<file path="src/hdl/slave_agent_pkg.sv">
// Slave agent package with the packet widths, field types, response codes and FIFO entries
package slave_agent_pkg;

   // ----------------------------------------------------------------------
   // widths
   // ----------------------------------------------------------------------

   // address and data widths as seen by the fabric and the slave
   localparam int ADDR_W = 16;
   localparam int DATA_W = 32;

   // one byte enable per byte lane of the data word
   localparam int SYMBOLS = DATA_W / 8;
   localparam int BE_W = SYMBOLS;

   // low address bits that select a byte inside the word, cleared before the slave
   localparam int ADDR_LSB = $clog2(SYMBOLS);

   // source and destination ID fields of the packets
   localparam int ID_W = 3;

   // ----------------------------------------------------------------------
   // field types and response codes
   // ----------------------------------------------------------------------
   typedef logic [ADDR_W-1:0] addr_t;
   typedef logic [DATA_W-1:0] data_t;
   typedef logic [BE_W-1:0]   be_t;
   typedef logic [ID_W-1:0]   id_t;
   typedef logic [1:0]        resp_t;

   // same encoding as the Avalon-MM response signal
   localparam resp_t RESP_OKAY   = 2'b00;
   localparam resp_t RESP_SLVERR = 2'b10;

   // ----------------------------------------------------------------------
   // packets, slave signals and FIFO entries
   // ----------------------------------------------------------------------

   // single-beat command packet from the fabric
   typedef struct packed {
      addr_t addr;
      data_t data;
      be_t   byteen;
      logic  read;
      logic  write;
      logic  posted;
      id_t   src_id;
      id_t   dest_id;
      logic  debug;
   } cmd_pkt_t;

   // response packet back to the fabric, IDs already swapped
   typedef struct packed {
      data_t data;
      resp_t status;
      logic  write;
      be_t   byteen;
      id_t   src_id;
      id_t   dest_id;
      logic  debug;
   } rsp_pkt_t;

   // Avalon-MM command side, driven towards the slave
   typedef struct packed {
      addr_t address;
      be_t   byteenable;
      logic  read;
      logic  write;
      data_t writedata;
      logic  debugaccess;
   } avm_cmd_t;

   // Avalon-MM return side, driven by the slave
   typedef struct packed {
      data_t readdata;
      logic  readdatavalid;
      resp_t response;
   } avm_rsp_t;

   // tracking entry, one per command that owes the fabric a response
   // synth marks entries whose response is made up without slave data
   typedef struct packed {
      logic synth;
      logic write;
      be_t  byteen;
      id_t  src_id;
      id_t  dest_id;
      logic debug;
   } track_entry_t;

   // read data and slave status captured from the return path
   typedef struct packed {
      data_t data;
      resp_t status;
   } rdata_entry_t;

endpackage

</file>
<file path="src/hdl/sync_fifo.sv">
// Show-ahead synchronous FIFO built as a circular buffer, entry type set by parameter
`timescale 1ns/1ps

module sync_fifo #(
   parameter type entry_t = logic [7:0],
   parameter int  DEPTH   = 4
) (
   input  logic   clk,
   input  logic   reset,
   input  logic   push,
   input  entry_t din,
   input  logic   pop,
   output entry_t dout,
   output logic   full,
   output logic   empty
);

   // a single-entry FIFO still needs a one-bit pointer
   localparam int PTR_W = (DEPTH > 1) ? $clog2(DEPTH) : 1;
   localparam int CNT_W = $clog2(DEPTH + 1);

   entry_t           mem [DEPTH];
   logic [PTR_W-1:0] wr_ptr;
   logic [PTR_W-1:0] rd_ptr;
   logic [CNT_W-1:0] count;

   // pointers wrap at DEPTH, which need not be a power of two
   function automatic logic [PTR_W-1:0] next_ptr(input logic [PTR_W-1:0] ptr);
      if (ptr == PTR_W'(DEPTH - 1)) begin
         return '0;
      end
      return ptr + 1'b1;
   endfunction

   // storage holds payload only, so the write port is a plain clocked write
   always_ff @(posedge clk) begin
      if (push) begin
         mem[wr_ptr] <= din;
      end
   end

   always_ff @(posedge clk or posedge reset) begin
      if (reset) begin
         wr_ptr <= '0;
         rd_ptr <= '0;
         count  <= '0;
      end else begin
         if (push) begin
            wr_ptr <= next_ptr(wr_ptr);
         end
         if (pop) begin
            rd_ptr <= next_ptr(rd_ptr);
         end
         // the count only moves when exactly one side is active
         if (push && !pop) begin
            count <= count + 1'b1;
         end else if (pop && !push) begin
            count <= count - 1'b1;
         end
      end
   end

   // head of queue is visible without a pop, one cycle after its push
   assign dout  = mem[rd_ptr];
   assign full  = (count == CNT_W'(DEPTH));
   assign empty = (count == '0);

   // the users gate their own push and pop with the flags
   a_no_push_full: assert property (@(posedge clk) disable iff (reset) push |-> !full)
      else $error("push into a full FIFO");
   a_no_pop_empty: assert property (@(posedge clk) disable iff (reset) pop |-> !empty)
      else $error("pop from an empty FIFO");

endmodule

</file>
<file path="src/hdl/cmd_translator.sv">
// Command translator that turns fabric command packets into Avalon-MM strobes and tracking entries
`timescale 1ns/1ps

module cmd_translator (
   input  logic                         cp_valid,
   input  slave_agent_pkg::cmd_pkt_t     cp,
   input  logic                         m0_waitrequest,
   input  logic                         track_full,
   output logic                         cp_ready,
   output slave_agent_pkg::avm_cmd_t     m0,
   output logic                         track_push,
   output slave_agent_pkg::track_entry_t track_entry
);

   import slave_agent_pkg::*;

   // clears the byte offset so the slave only sees word addresses
   localparam addr_t ADDR_MASK = ~addr_t'((1 << ADDR_LSB) - 1);

   logic suppress;
   logic issue;
   logic accept;
   logic needs_resp;

   // ----------------------------------------------------------------------
   // backpressure and suppression
   // ----------------------------------------------------------------------

   // a command with no byte lanes enabled never reaches the slave
   assign suppress = ~|cp.byteen;

   // a full tracking FIFO stalls every command, even posted writes
   // that would need no entry, which keeps the ready path short
   // suppressed commands do not wait for the slave
   assign cp_ready = ~track_full & (~m0_waitrequest | suppress);

   // the slave sees the strobe while it holds waitrequest, as the
   // Avalon-MM transfer completes only when waitrequest drops
   assign issue  = cp_valid & ~track_full & ~suppress;
   assign accept = cp_valid & cp_ready;

   // ----------------------------------------------------------------------
   // slave command
   // ----------------------------------------------------------------------
   always_comb begin
      m0.address     = cp.addr & ADDR_MASK;
      m0.byteenable  = cp.byteen;
      m0.writedata   = cp.data;
      m0.debugaccess = cp.debug;
      m0.read        = issue & cp.read;
      m0.write       = issue & cp.write;
   end

   // ----------------------------------------------------------------------
   // tracking entry
   // ----------------------------------------------------------------------

   // posted writes owe the fabric nothing, everything else gets an entry
   assign needs_resp = cp.read | (cp.write & ~cp.posted);
   assign track_push = accept & needs_resp;

   always_comb begin
      // suppressed reads and non-posted writes get a response made up
      // locally, since the slave never returns data for them
      track_entry.synth   = (cp.read & suppress) | (cp.write & ~cp.posted);
      track_entry.write   = cp.write;
      track_entry.byteen  = cp.byteen;
      track_entry.src_id  = cp.src_id;
      track_entry.dest_id = cp.dest_id;
      track_entry.debug   = cp.debug;
   end

   // the fabric must never send a packet flagged as both read and write
   always_comb begin
      assert final (!(m0.read && m0.write))
         else $error("read and write strobes raised together");
   end

endmodule

</file>
<file path="src/hdl/read_return_path.sv">
// Read return path with a configurable latency stage ahead of the read-data FIFO
`timescale 1ns/1ps

module read_return_path #(
   parameter int READ_LATENCY = 2,
   parameter int FIFO_DEPTH   = 4
) (
   input  logic                          clk,
   input  logic                          reset,
   input  slave_agent_pkg::avm_rsp_t     m0_rsp,
   input  logic                          pop,
   output slave_agent_pkg::rdata_entry_t head,
   output logic                          empty
);

   import slave_agent_pkg::*;

   avm_rsp_t     rsp_dly;
   rdata_entry_t rdata_in;
   logic         full;

   // ----------------------------------------------------------------------
   // latency stage, stands in for the memory block versus ALM choice
   // ----------------------------------------------------------------------
   if (READ_LATENCY == 0) begin : g_no_delay
      assign rsp_dly = m0_rsp;
   end else begin : g_delay
      avm_rsp_t pipe_q [READ_LATENCY];

      // the valid bit travels with the data, so the whole chain is cleared
      always_ff @(posedge clk or posedge reset) begin
         if (reset) begin
            for (int i = 0; i < READ_LATENCY; i++) begin
               pipe_q[i] <= '0;
            end
         end else begin
            pipe_q[0] <= m0_rsp;
            for (int i = 1; i < READ_LATENCY; i++) begin
               pipe_q[i] <= pipe_q[i-1];
            end
         end
      end

      assign rsp_dly = pipe_q[READ_LATENCY-1];
   end

   // only data and status are kept, the valid bit becomes the push
   assign rdata_in.data   = rsp_dly.readdata;
   assign rdata_in.status = rsp_dly.response;

   // no ready towards the slave here, reads in flight are bounded by the
   // tracking FIFO, which has the same depth
   sync_fifo #(
      .entry_t (rdata_entry_t),
      .DEPTH   (FIFO_DEPTH)
   ) u_rdata_fifo (
      .clk   (clk),
      .reset (reset),
      .push  (rsp_dly.readdatavalid),
      .din   (rdata_in),
      .pop   (pop),
      .dout  (head),
      .full  (full),
      .empty (empty)
   );

   // a data beat arriving at a full FIFO means a read was lost
   a_rdata_room: assert property (@(posedge clk) disable iff (reset)
      rsp_dly.readdatavalid |-> !full)
      else $error("slave returned more reads than were tracked");

endmodule

</file>
<file path="src/hdl/resp_assembler.sv">
// Response assembler joining tracking entries with read data into response packets
`timescale 1ns/1ps

module resp_assembler (
   input  slave_agent_pkg::track_entry_t track_head,
   input  logic                          track_empty,
   input  slave_agent_pkg::rdata_entry_t rdata_head,
   input  logic                          rdata_empty,
   input  logic                          rp_ready,
   output logic                          track_pop,
   output logic                          rdata_pop,
   output logic                          rp_valid,
   output slave_agent_pkg::rsp_pkt_t     rp
);

   import slave_agent_pkg::*;

   logic xfer;

   // ----------------------------------------------------------------------
   // handshake
   // ----------------------------------------------------------------------

   // the oldest entry decides what is sent next, so responses keep
   // command order
   // a synthesized response needs no read data, all others wait for it
   assign rp_valid = ~track_empty & (track_head.synth | ~rdata_empty);
   assign xfer     = rp_valid & rp_ready;

   // both heads are show-ahead, so rp stays put until this pop
   assign track_pop = xfer;

   // synthesized responses leave the read data queued for the next read
   assign rdata_pop = xfer & ~track_head.synth;

   // ----------------------------------------------------------------------
   // packet fields
   // ----------------------------------------------------------------------
   always_comb begin
      if (track_head.synth) begin
         // suppressed read or non-posted write
         rp.data   = '0;
         rp.status = RESP_OKAY;
      end else begin
         rp.data   = rdata_head.data;
         rp.status = rdata_head.status;
      end

      // the response goes back to whoever sent the command
      rp.src_id  = track_head.dest_id;
      rp.dest_id = track_head.src_id;

      rp.write  = track_head.write;
      rp.byteen = track_head.byteen;
      rp.debug  = track_head.debug;
   end

endmodule

</file>
<file path="src/hdl/slave_agent.sv">
// Slave agent top level, fabric command and response packets to an Avalon-MM slave
`timescale 1ns/1ps

module slave_agent #(
   parameter int FIFO_DEPTH   = 4,
   parameter int READ_LATENCY = 2
) (
   input  logic                      clk,
   input  logic                      reset,
   input  logic                      cp_valid,
   input  slave_agent_pkg::cmd_pkt_t cp,
   output logic                      cp_ready,
   output slave_agent_pkg::avm_cmd_t m0,
   input  logic                      m0_waitrequest,
   input  slave_agent_pkg::avm_rsp_t m0_rsp,
   output logic                      rp_valid,
   output slave_agent_pkg::rsp_pkt_t rp,
   input  logic                      rp_ready
);

   import slave_agent_pkg::*;

   // tracking FIFO, one entry per command that owes a response
   logic         track_push;
   track_entry_t track_entry;
   logic         track_full;
   logic         track_pop;
   track_entry_t track_head;
   logic         track_empty;

   // read-data FIFO head inside the return path
   rdata_entry_t rdata_head;
   logic         rdata_empty;
   logic         rdata_pop;

   // ----------------------------------------------------------------------
   // command side
   // ----------------------------------------------------------------------
   cmd_translator u_cmd_translator (
      .cp_valid       (cp_valid),
      .cp             (cp),
      .m0_waitrequest (m0_waitrequest),
      .track_full     (track_full),
      .cp_ready       (cp_ready),
      .m0             (m0),
      .track_push     (track_push),
      .track_entry    (track_entry)
   );

   sync_fifo #(
      .entry_t (track_entry_t),
      .DEPTH   (FIFO_DEPTH)
   ) u_track_fifo (
      .clk   (clk),
      .reset (reset),
      .push  (track_push),
      .din   (track_entry),
      .pop   (track_pop),
      .dout  (track_head),
      .full  (track_full),
      .empty (track_empty)
   );

   // ----------------------------------------------------------------------
   // return side
   // ----------------------------------------------------------------------
   read_return_path #(
      .READ_LATENCY (READ_LATENCY),
      .FIFO_DEPTH   (FIFO_DEPTH)
   ) u_read_return_path (
      .clk    (clk),
      .reset  (reset),
      .m0_rsp (m0_rsp),
      .pop    (rdata_pop),
      .head   (rdata_head),
      .empty  (rdata_empty)
   );

   resp_assembler u_resp_assembler (
      .track_head  (track_head),
      .track_empty (track_empty),
      .rdata_head  (rdata_head),
      .rdata_empty (rdata_empty),
      .rp_ready    (rp_ready),
      .track_pop   (track_pop),
      .rdata_pop   (rdata_pop),
      .rp_valid    (rp_valid),
      .rp          (rp)
   );

endmodule

</file>
<file path="config.mk">
export PLATFORM = sky130hd
export DESIGN_NAME = slave_agent
export DESIGN_NICKNAME = d
export VERILOG_FILES = /design/src/hdl/slave_agent_pkg.sv /design/src/hdl/sync_fifo.sv /design/src/hdl/cmd_translator.sv /design/src/hdl/read_return_path.sv /design/src/hdl/resp_assembler.sv /design/src/hdl/slave_agent.sv
export SDC_FILE = /design/constraint.sdc
export NUM_CORES = 1
export LEC_CHECK = 0
export BUFFER_PORTS_ARGS = -buffer_cell sky130_fd_sc_hd__buf_2
export CAP_MARGIN = 25
export CORE_MARGIN = 2
export CORE_UTILIZATION = 50
export CTS_CLUSTER_SIZE = 10
export DETAILED_ROUTE_END_ITERATION = 16
export GPL_TIMING_DRIVEN = 0
export PLACE_DENSITY = 0.74
export SETUP_SLACK_MARGIN = 0.4
export SYNTH_ARGS = -nofsm -noshare
export SYNTH_HDL_FRONTEND = slang
export SYNTH_SLANG_ARGS = --single-unit
export TNS_END_PERCENT = 30
</file>
<file path="constraint.sdc">
create_clock -name clk -period 4.8 [get_ports clk]
set_input_delay 0.72 -clock clk [delete_from_list [all_inputs] [get_ports clk]]
set_output_delay 0.72 -clock clk [all_outputs]
set_load 0.02 [all_outputs]
</file>
* Word-level counts from Yosys, hierarchy flattened
Memories as Yosys holds them, arrays and structs flattened.
Cells that the tools add are included.
Widths: inputs -> output; s select.
** Operators by class
- Reductions and logical operators :: 14
- Add/subtract/negate cells :: 8
- Multiplexer cells :: 25
- Bitwise operators :: 22
- Equality and inequality tests :: 5
** Operators by type and width (number)
- $mux 34 :: 1
- $mux 2 :: 8
- $and 1x1->1 :: 12
- $mux 1 :: 12
- $mux 3 :: 4
- $add 2x1->2 const B :: 4
- $eq 2x2->1 const B :: 4
- $add 3x1->3 const B :: 2
- $logic_not 3->1 :: 2
- $not 1->1 :: 6
- $sub 3x1->3 const B :: 2
- $logic_not 1->1 :: 5
- $logic_and 1x1->1 :: 4
- $or 1x1->1 :: 4
- $reduce_bool 2->1 :: 2
- $reduce_or 4->1 :: 1
- $eq 3x3->1 const B :: 1
** Word-level totals
- Flip-flop bits (word level) :: 84
- Output and inout bits :: 103
- Input port bits :: 102
- Bits in writable memories :: 188
- Word-level logic and storage cells :: 88
- Memories kept :: 2
** Memories
- u_read_return_path.u_rdata_fifo.mem :: words 4, width 34, read ports 1, clocked after Yosys merged registers in 0, wr ports 1, line sync_fifo.sv:22 : entry_t mem [DEPTH];
- u_track_fifo.mem :: words 4, width 13, read ports 1, clocked after Yosys merged registers in 0, wr ports 1, line sync_fifo.sv:22

* Logic depth before layout (Yosys ltp)
- Depth after elaboration :: 10
- Mapped depth :: 10
- Mapped depth without buffers :: 9

* Hierarchy
Synthesis repeated with hierarchy kept, for this count alone.
** Second synthesis, totals
- Cells, all modules :: 522
- Area total of the unflattened synthesis :: 10376.2 µm²
** Modules (own cells, without submodules)
- sync_fifo at u_read_return_path.u_rdata_fifo :: times used 1, area an instance 5377.7 µm², cells an instance 216, seq. area each 4259.1 µm²
- sync_fifo at u_track_fifo :: times used 1, area an instance 2324.7 µm², cells an instance 106, seq. area each 1736.7 µm²
- read_return_path :: times used 1, area an instance 1755.4 µm², cells an instance 71, seq. area each 1751.7 µm²
- cmd_translator :: times used 1, area an instance 563.0 µm², cells an instance 75, seq. area each 0.0 µm²
- resp_assembler :: times used 1, area an instance 355.3 µm², cells an instance 54, seq. area each 0.0 µm²

* Least setup slack after synthesis
OpenSTA, ideal clock, no wires.
- Kind :: input-to-reg
- From :: in cp[11] in the netlist's numbering
- To :: reg u_track_fifo.count[2]
- Path buffers :: 0
- Path slack :: 2008 ps
- Data required time :: 4721 ps
- Arrival :: 2713 ps
- Setup time :: 79 ps
- Stages on the path :: 8
- Cells stage by stage :: o41a_1 > a2111oi_4 > ha_1 > inv_1 > fa_1 > xor2_1 > nor2_1 > xor2_1
** On the way
- Longest elaborated chain between the ends :: 9
- Elaborated cells between the ends (all ways) :: 11
- Those cells by class :: mux: 1; bitwise: 4; reduce/logical: 6
** RTL lines
- from (decl) :: line slave_agent.sv:11 : input slave_agent_pkg::cmd_pkt_t cp,
- $reduce_or 4->1 * :: line cmd_translator.sv:30 : assign suppress = ~|cp.byteen;
- $logic_not 1->1 * :: line cmd_translator.sv:30
- $or 1x1->1 * :: line cmd_translator.sv:35 : assign cp_ready = ~track_full & (~m0_waitrequest | suppress);
- $and 1x1->1 * :: line cmd_translator.sv:35
- $and 1x1->1 * :: line cmd_translator.sv:40 : assign accept = cp_valid & cp_ready;
- $and 1x1->1 * :: line cmd_translator.sv:60 : assign track_push = accept & needs_resp;
- net track_push :: line slave_agent.sv:24 : logic track_push;
- $logic_not 1->1 :: line sync_fifo.sv:57 : end else if (pop && !push) begin
- $logic_and 1x1->1 :: line sync_fifo.sv:57
- $reduce_bool 2->1 (no source line)
- to (signal assigned) :: line sync_fifo.sv:56 : count <= count + 1'b1;
- to (signal assigned) :: line sync_fifo.sv:58 : count <= count - 1'b1;
- to (decl) :: line sync_fifo.sv:25 : logic [CNT_W-1:0] count;
The timed path passes the listed nets; every way through them passes the cells marked *.
A chain may end at the register's enable or synchronous reset.

==> metrics.cfg <==
[clock_network]
htreeDepth=1
post_cts_buffers=0
numClockSinks=272
cts_made_buffers=31
cts_root_buffer=clkbuf_16
cts.clk_slew.worst_paths_ns=0.06
clkLatencyLatePin_ns=0.55
cts_tree=yes
clock_path_buffers=3
postCtsHoldBufs=0
cts_resized=0

[place]
portBuffers=154
place_inst=916
dp_hpwl_um=11400
gp_congestion=0.731

[sta]
min_period_ns=3.31
worst_slew_pin_slew_ns=0.646
finalCritPeriodShare_pct=69.0
timing_hold_violations_final=0
slew_violations=0
skew_ns=0.0178
rsz0062_at_grt=no
relSlewSlack_pct=56.9
setup_viol_count_final=0
max_freq_mhz=302
finalSetupTns_ns=0

[global_routing]
grt_max_degree=57
grt_overflow=0
grt_pass1_wl_um=28300
grt_pass1_vias=5356
antenna_found_initial=1
grt_usage_pct=17.0

[synthesis]
synthAdderAreaFrac_pct=1.89
ys_ff_latch=272
ys_types=32
synth-xor-area-share_pct=0.521
avgSynthCellArea_um2=20.5
synth_top_area_share_pct=56.0
synthArstFlopShare_pct=30.9
synth_area_um2=10100
yosys-top-cells-area=edfxtp_1, dfrtp_1, mux4_2, buf_4, nor2b_1
yosys.area_share.simple_pct=3.55
synthMuxAreaShare_pct=11.4
synth_common_cells=edfxtp_1, dfrtp_1, buf_4
synth_ff_type=edfxtp_1
synth-compound-area-share_pct=0.807
synth_top_family_by_area=multiplexers
synth_edf_count=188
yosysTopAreaCell=edfxtp_1
syn-instance-count=491
ys_warn_count=0
synth_sequential_area_ratio_pct=76.8
post-synth-top-count-cell=edfxtp_1

[floorplan]
start_util_pct=51.3
rows=51
die_area_um2=21300
fp.coreArea_um2=19700
ios=205
dieWidth_um=146
die_y_um=146

[cells_and_area]
drive_gt1_share_pct=45.1
final_cell_count_no_fill=975
nets=800
fillCellCount=1430
area_growth_pct=21.0

[status]
status=finished, final reports clean

[route]
dr.first_iter.drc_count=251
num_vias=4865
drtAntennaViolNets=0
wl_per_cell_um=18.1
firstDrtPassIters=4
routed_wl_um=17600
vias_per_cell=4.99
drc_errors=0

[power_and_ir_drop]
power.density_nw_per_um2=578
ir_drop_mv=0.365
p_leak_nw=4.76

[flow_run]
cap_violations=0

[worst_setup_path]
critical_path.max_fanout=10
critPathArrivalTime_ns=2.59
worst_setup_path_start_kind=flip-flop
worstPathRequired_ns=4.08
endpoint_kind=output port
criticalPathCategory=reg2out

[worst_hold_path]
hold_path_class=in2async

-- routing by layer --
metal	share of wire, %	GRT usage [%]	vias to the layer above	wire length [um]
li1	-	-	2200	-
met2	52	30.6	179	9260
met5	0	0	-	0
met3	5.4	2.91	42	952
met4	2.4	5.15	0	430
met1	40	21.2	2444	7000
-- state kept, by name, indices dropped and copies added, names as in the netlist --
| register | cells |
|---|---|
| u_track_fifo.wr_ptr | 2 |
| u_read_return_path.u_rdata_fifo.wr_ptr | 2 |
| u_read_return_path.u_rdata_fifo.rd_ptr | 2 |
| u_read_return_path.g_delay.pipe_q | 70 |
| u_track_fifo.rd_ptr | 2 |
| u_track_fifo.count | 3 |
| u_track_fifo.mem | 52 |
| u_read_return_path.u_rdata_fifo.mem | 136 |
| u_read_return_path.u_rdata_fifo.count | 3 |
-- cell families after synthesis --
group	Yosys count
fa+ha+maj	14
flops	272
compound gates	8
mux	55
simple gates	58
buf+inv	77
xor+xnor	6
other cells	1
-- worst max-delay path, cell delays in order (launching register included) --
cell and delay [ns]:
dfrtp_1 0.34, clkbuf_1 0.39, clkbuf_1 0.54, mux4_2 0.40
nor2b_1 0.17, buf_2 0.20
-- cell type report --
type	count	area, um2	share of cell area (%)
antenna	1	2.50	0.0205
buffer	67	464	3.80
clock buffer	55	866	7.09
clock inverter	3	32.5	0.267
inverter	10	40.0	0.328
multi-input combinational	143	1840	15.1
sequential	272	7750	63.5
tap	265	332	2.72
timing repair buffer	159	878	7.20
-- metrics by stage --
step	total power [mW]	worst slack (ns)	utilization (%)	cell area [um2]	hold WS, ns
6_report	7.06	1.49	62.1	12200	0.168
5_1_grt	7.41	1.34	62.1	12200	0.194
4_1_cts	7.16	1.42	62.1	12200	0.164
3_5_place_dp	5.09	1.60	57.5	11300	0.335
3_3_place_gp	4.99	0.754	56.9	11200	0.333
2_1_floorplan	4.44	1.91	-	10100	0.331
-- cells in the final DEF, fill, tap and decap left out, drive strengths merged, types with 2 or more instances in the layout --
| master | n |
|---|---|
| xor2 | 4 |
| dfrtp | 84 |
| conb | 2 |
| mux4 | 47 |
| buf | 218 |
| and2 | 8 |
| xnor2 | 2 |
| inv | 11 |
| mux2 | 8 |
| fa | 2 |
| clkbuf | 63 |
| nor2b | 34 |
| o21ai | 4 |
| nor2 | 7 |
| ha | 12 |
| edfxtp | 188 |
| and3 | 2 |
-- final timing paths --
kind	start	to	slack, ns	cells past startpoint
max in group asynchronous	reset	u_read_return_path.g_delay.pipe_q[19]	4.00	3
setup reg to reg	u_track_fifo.rd_ptr[0]	u_track_fifo.count[2]	2.11	9
setup / recovery	u_read_return_path.u_rdata_fifo.rd_ptr[1]	rp[13]	1.49	5
hold / removal	reset	u_read_return_path.g_delay.pipe_q[33]	0.17	2
hold reg to reg	u_read_return_path.g_delay.pipe_q[43]	u_read_return_path.g_delay.pipe_q[8]	0.34	0
min in group clk	m0_rsp[34]	u_read_return_path.g_delay.pipe_q[69]	0.27	1
-- power by group --
part / switching (mW) / leakage, nW / internal, mW
clock network: 0.842 / 0.424 / 1.21
registers: 0.125 / 2.70 / 2.85
logic: 1.14 / 1.64 / 0.892
Note: power is estimated with default switching activity, not from simulation.
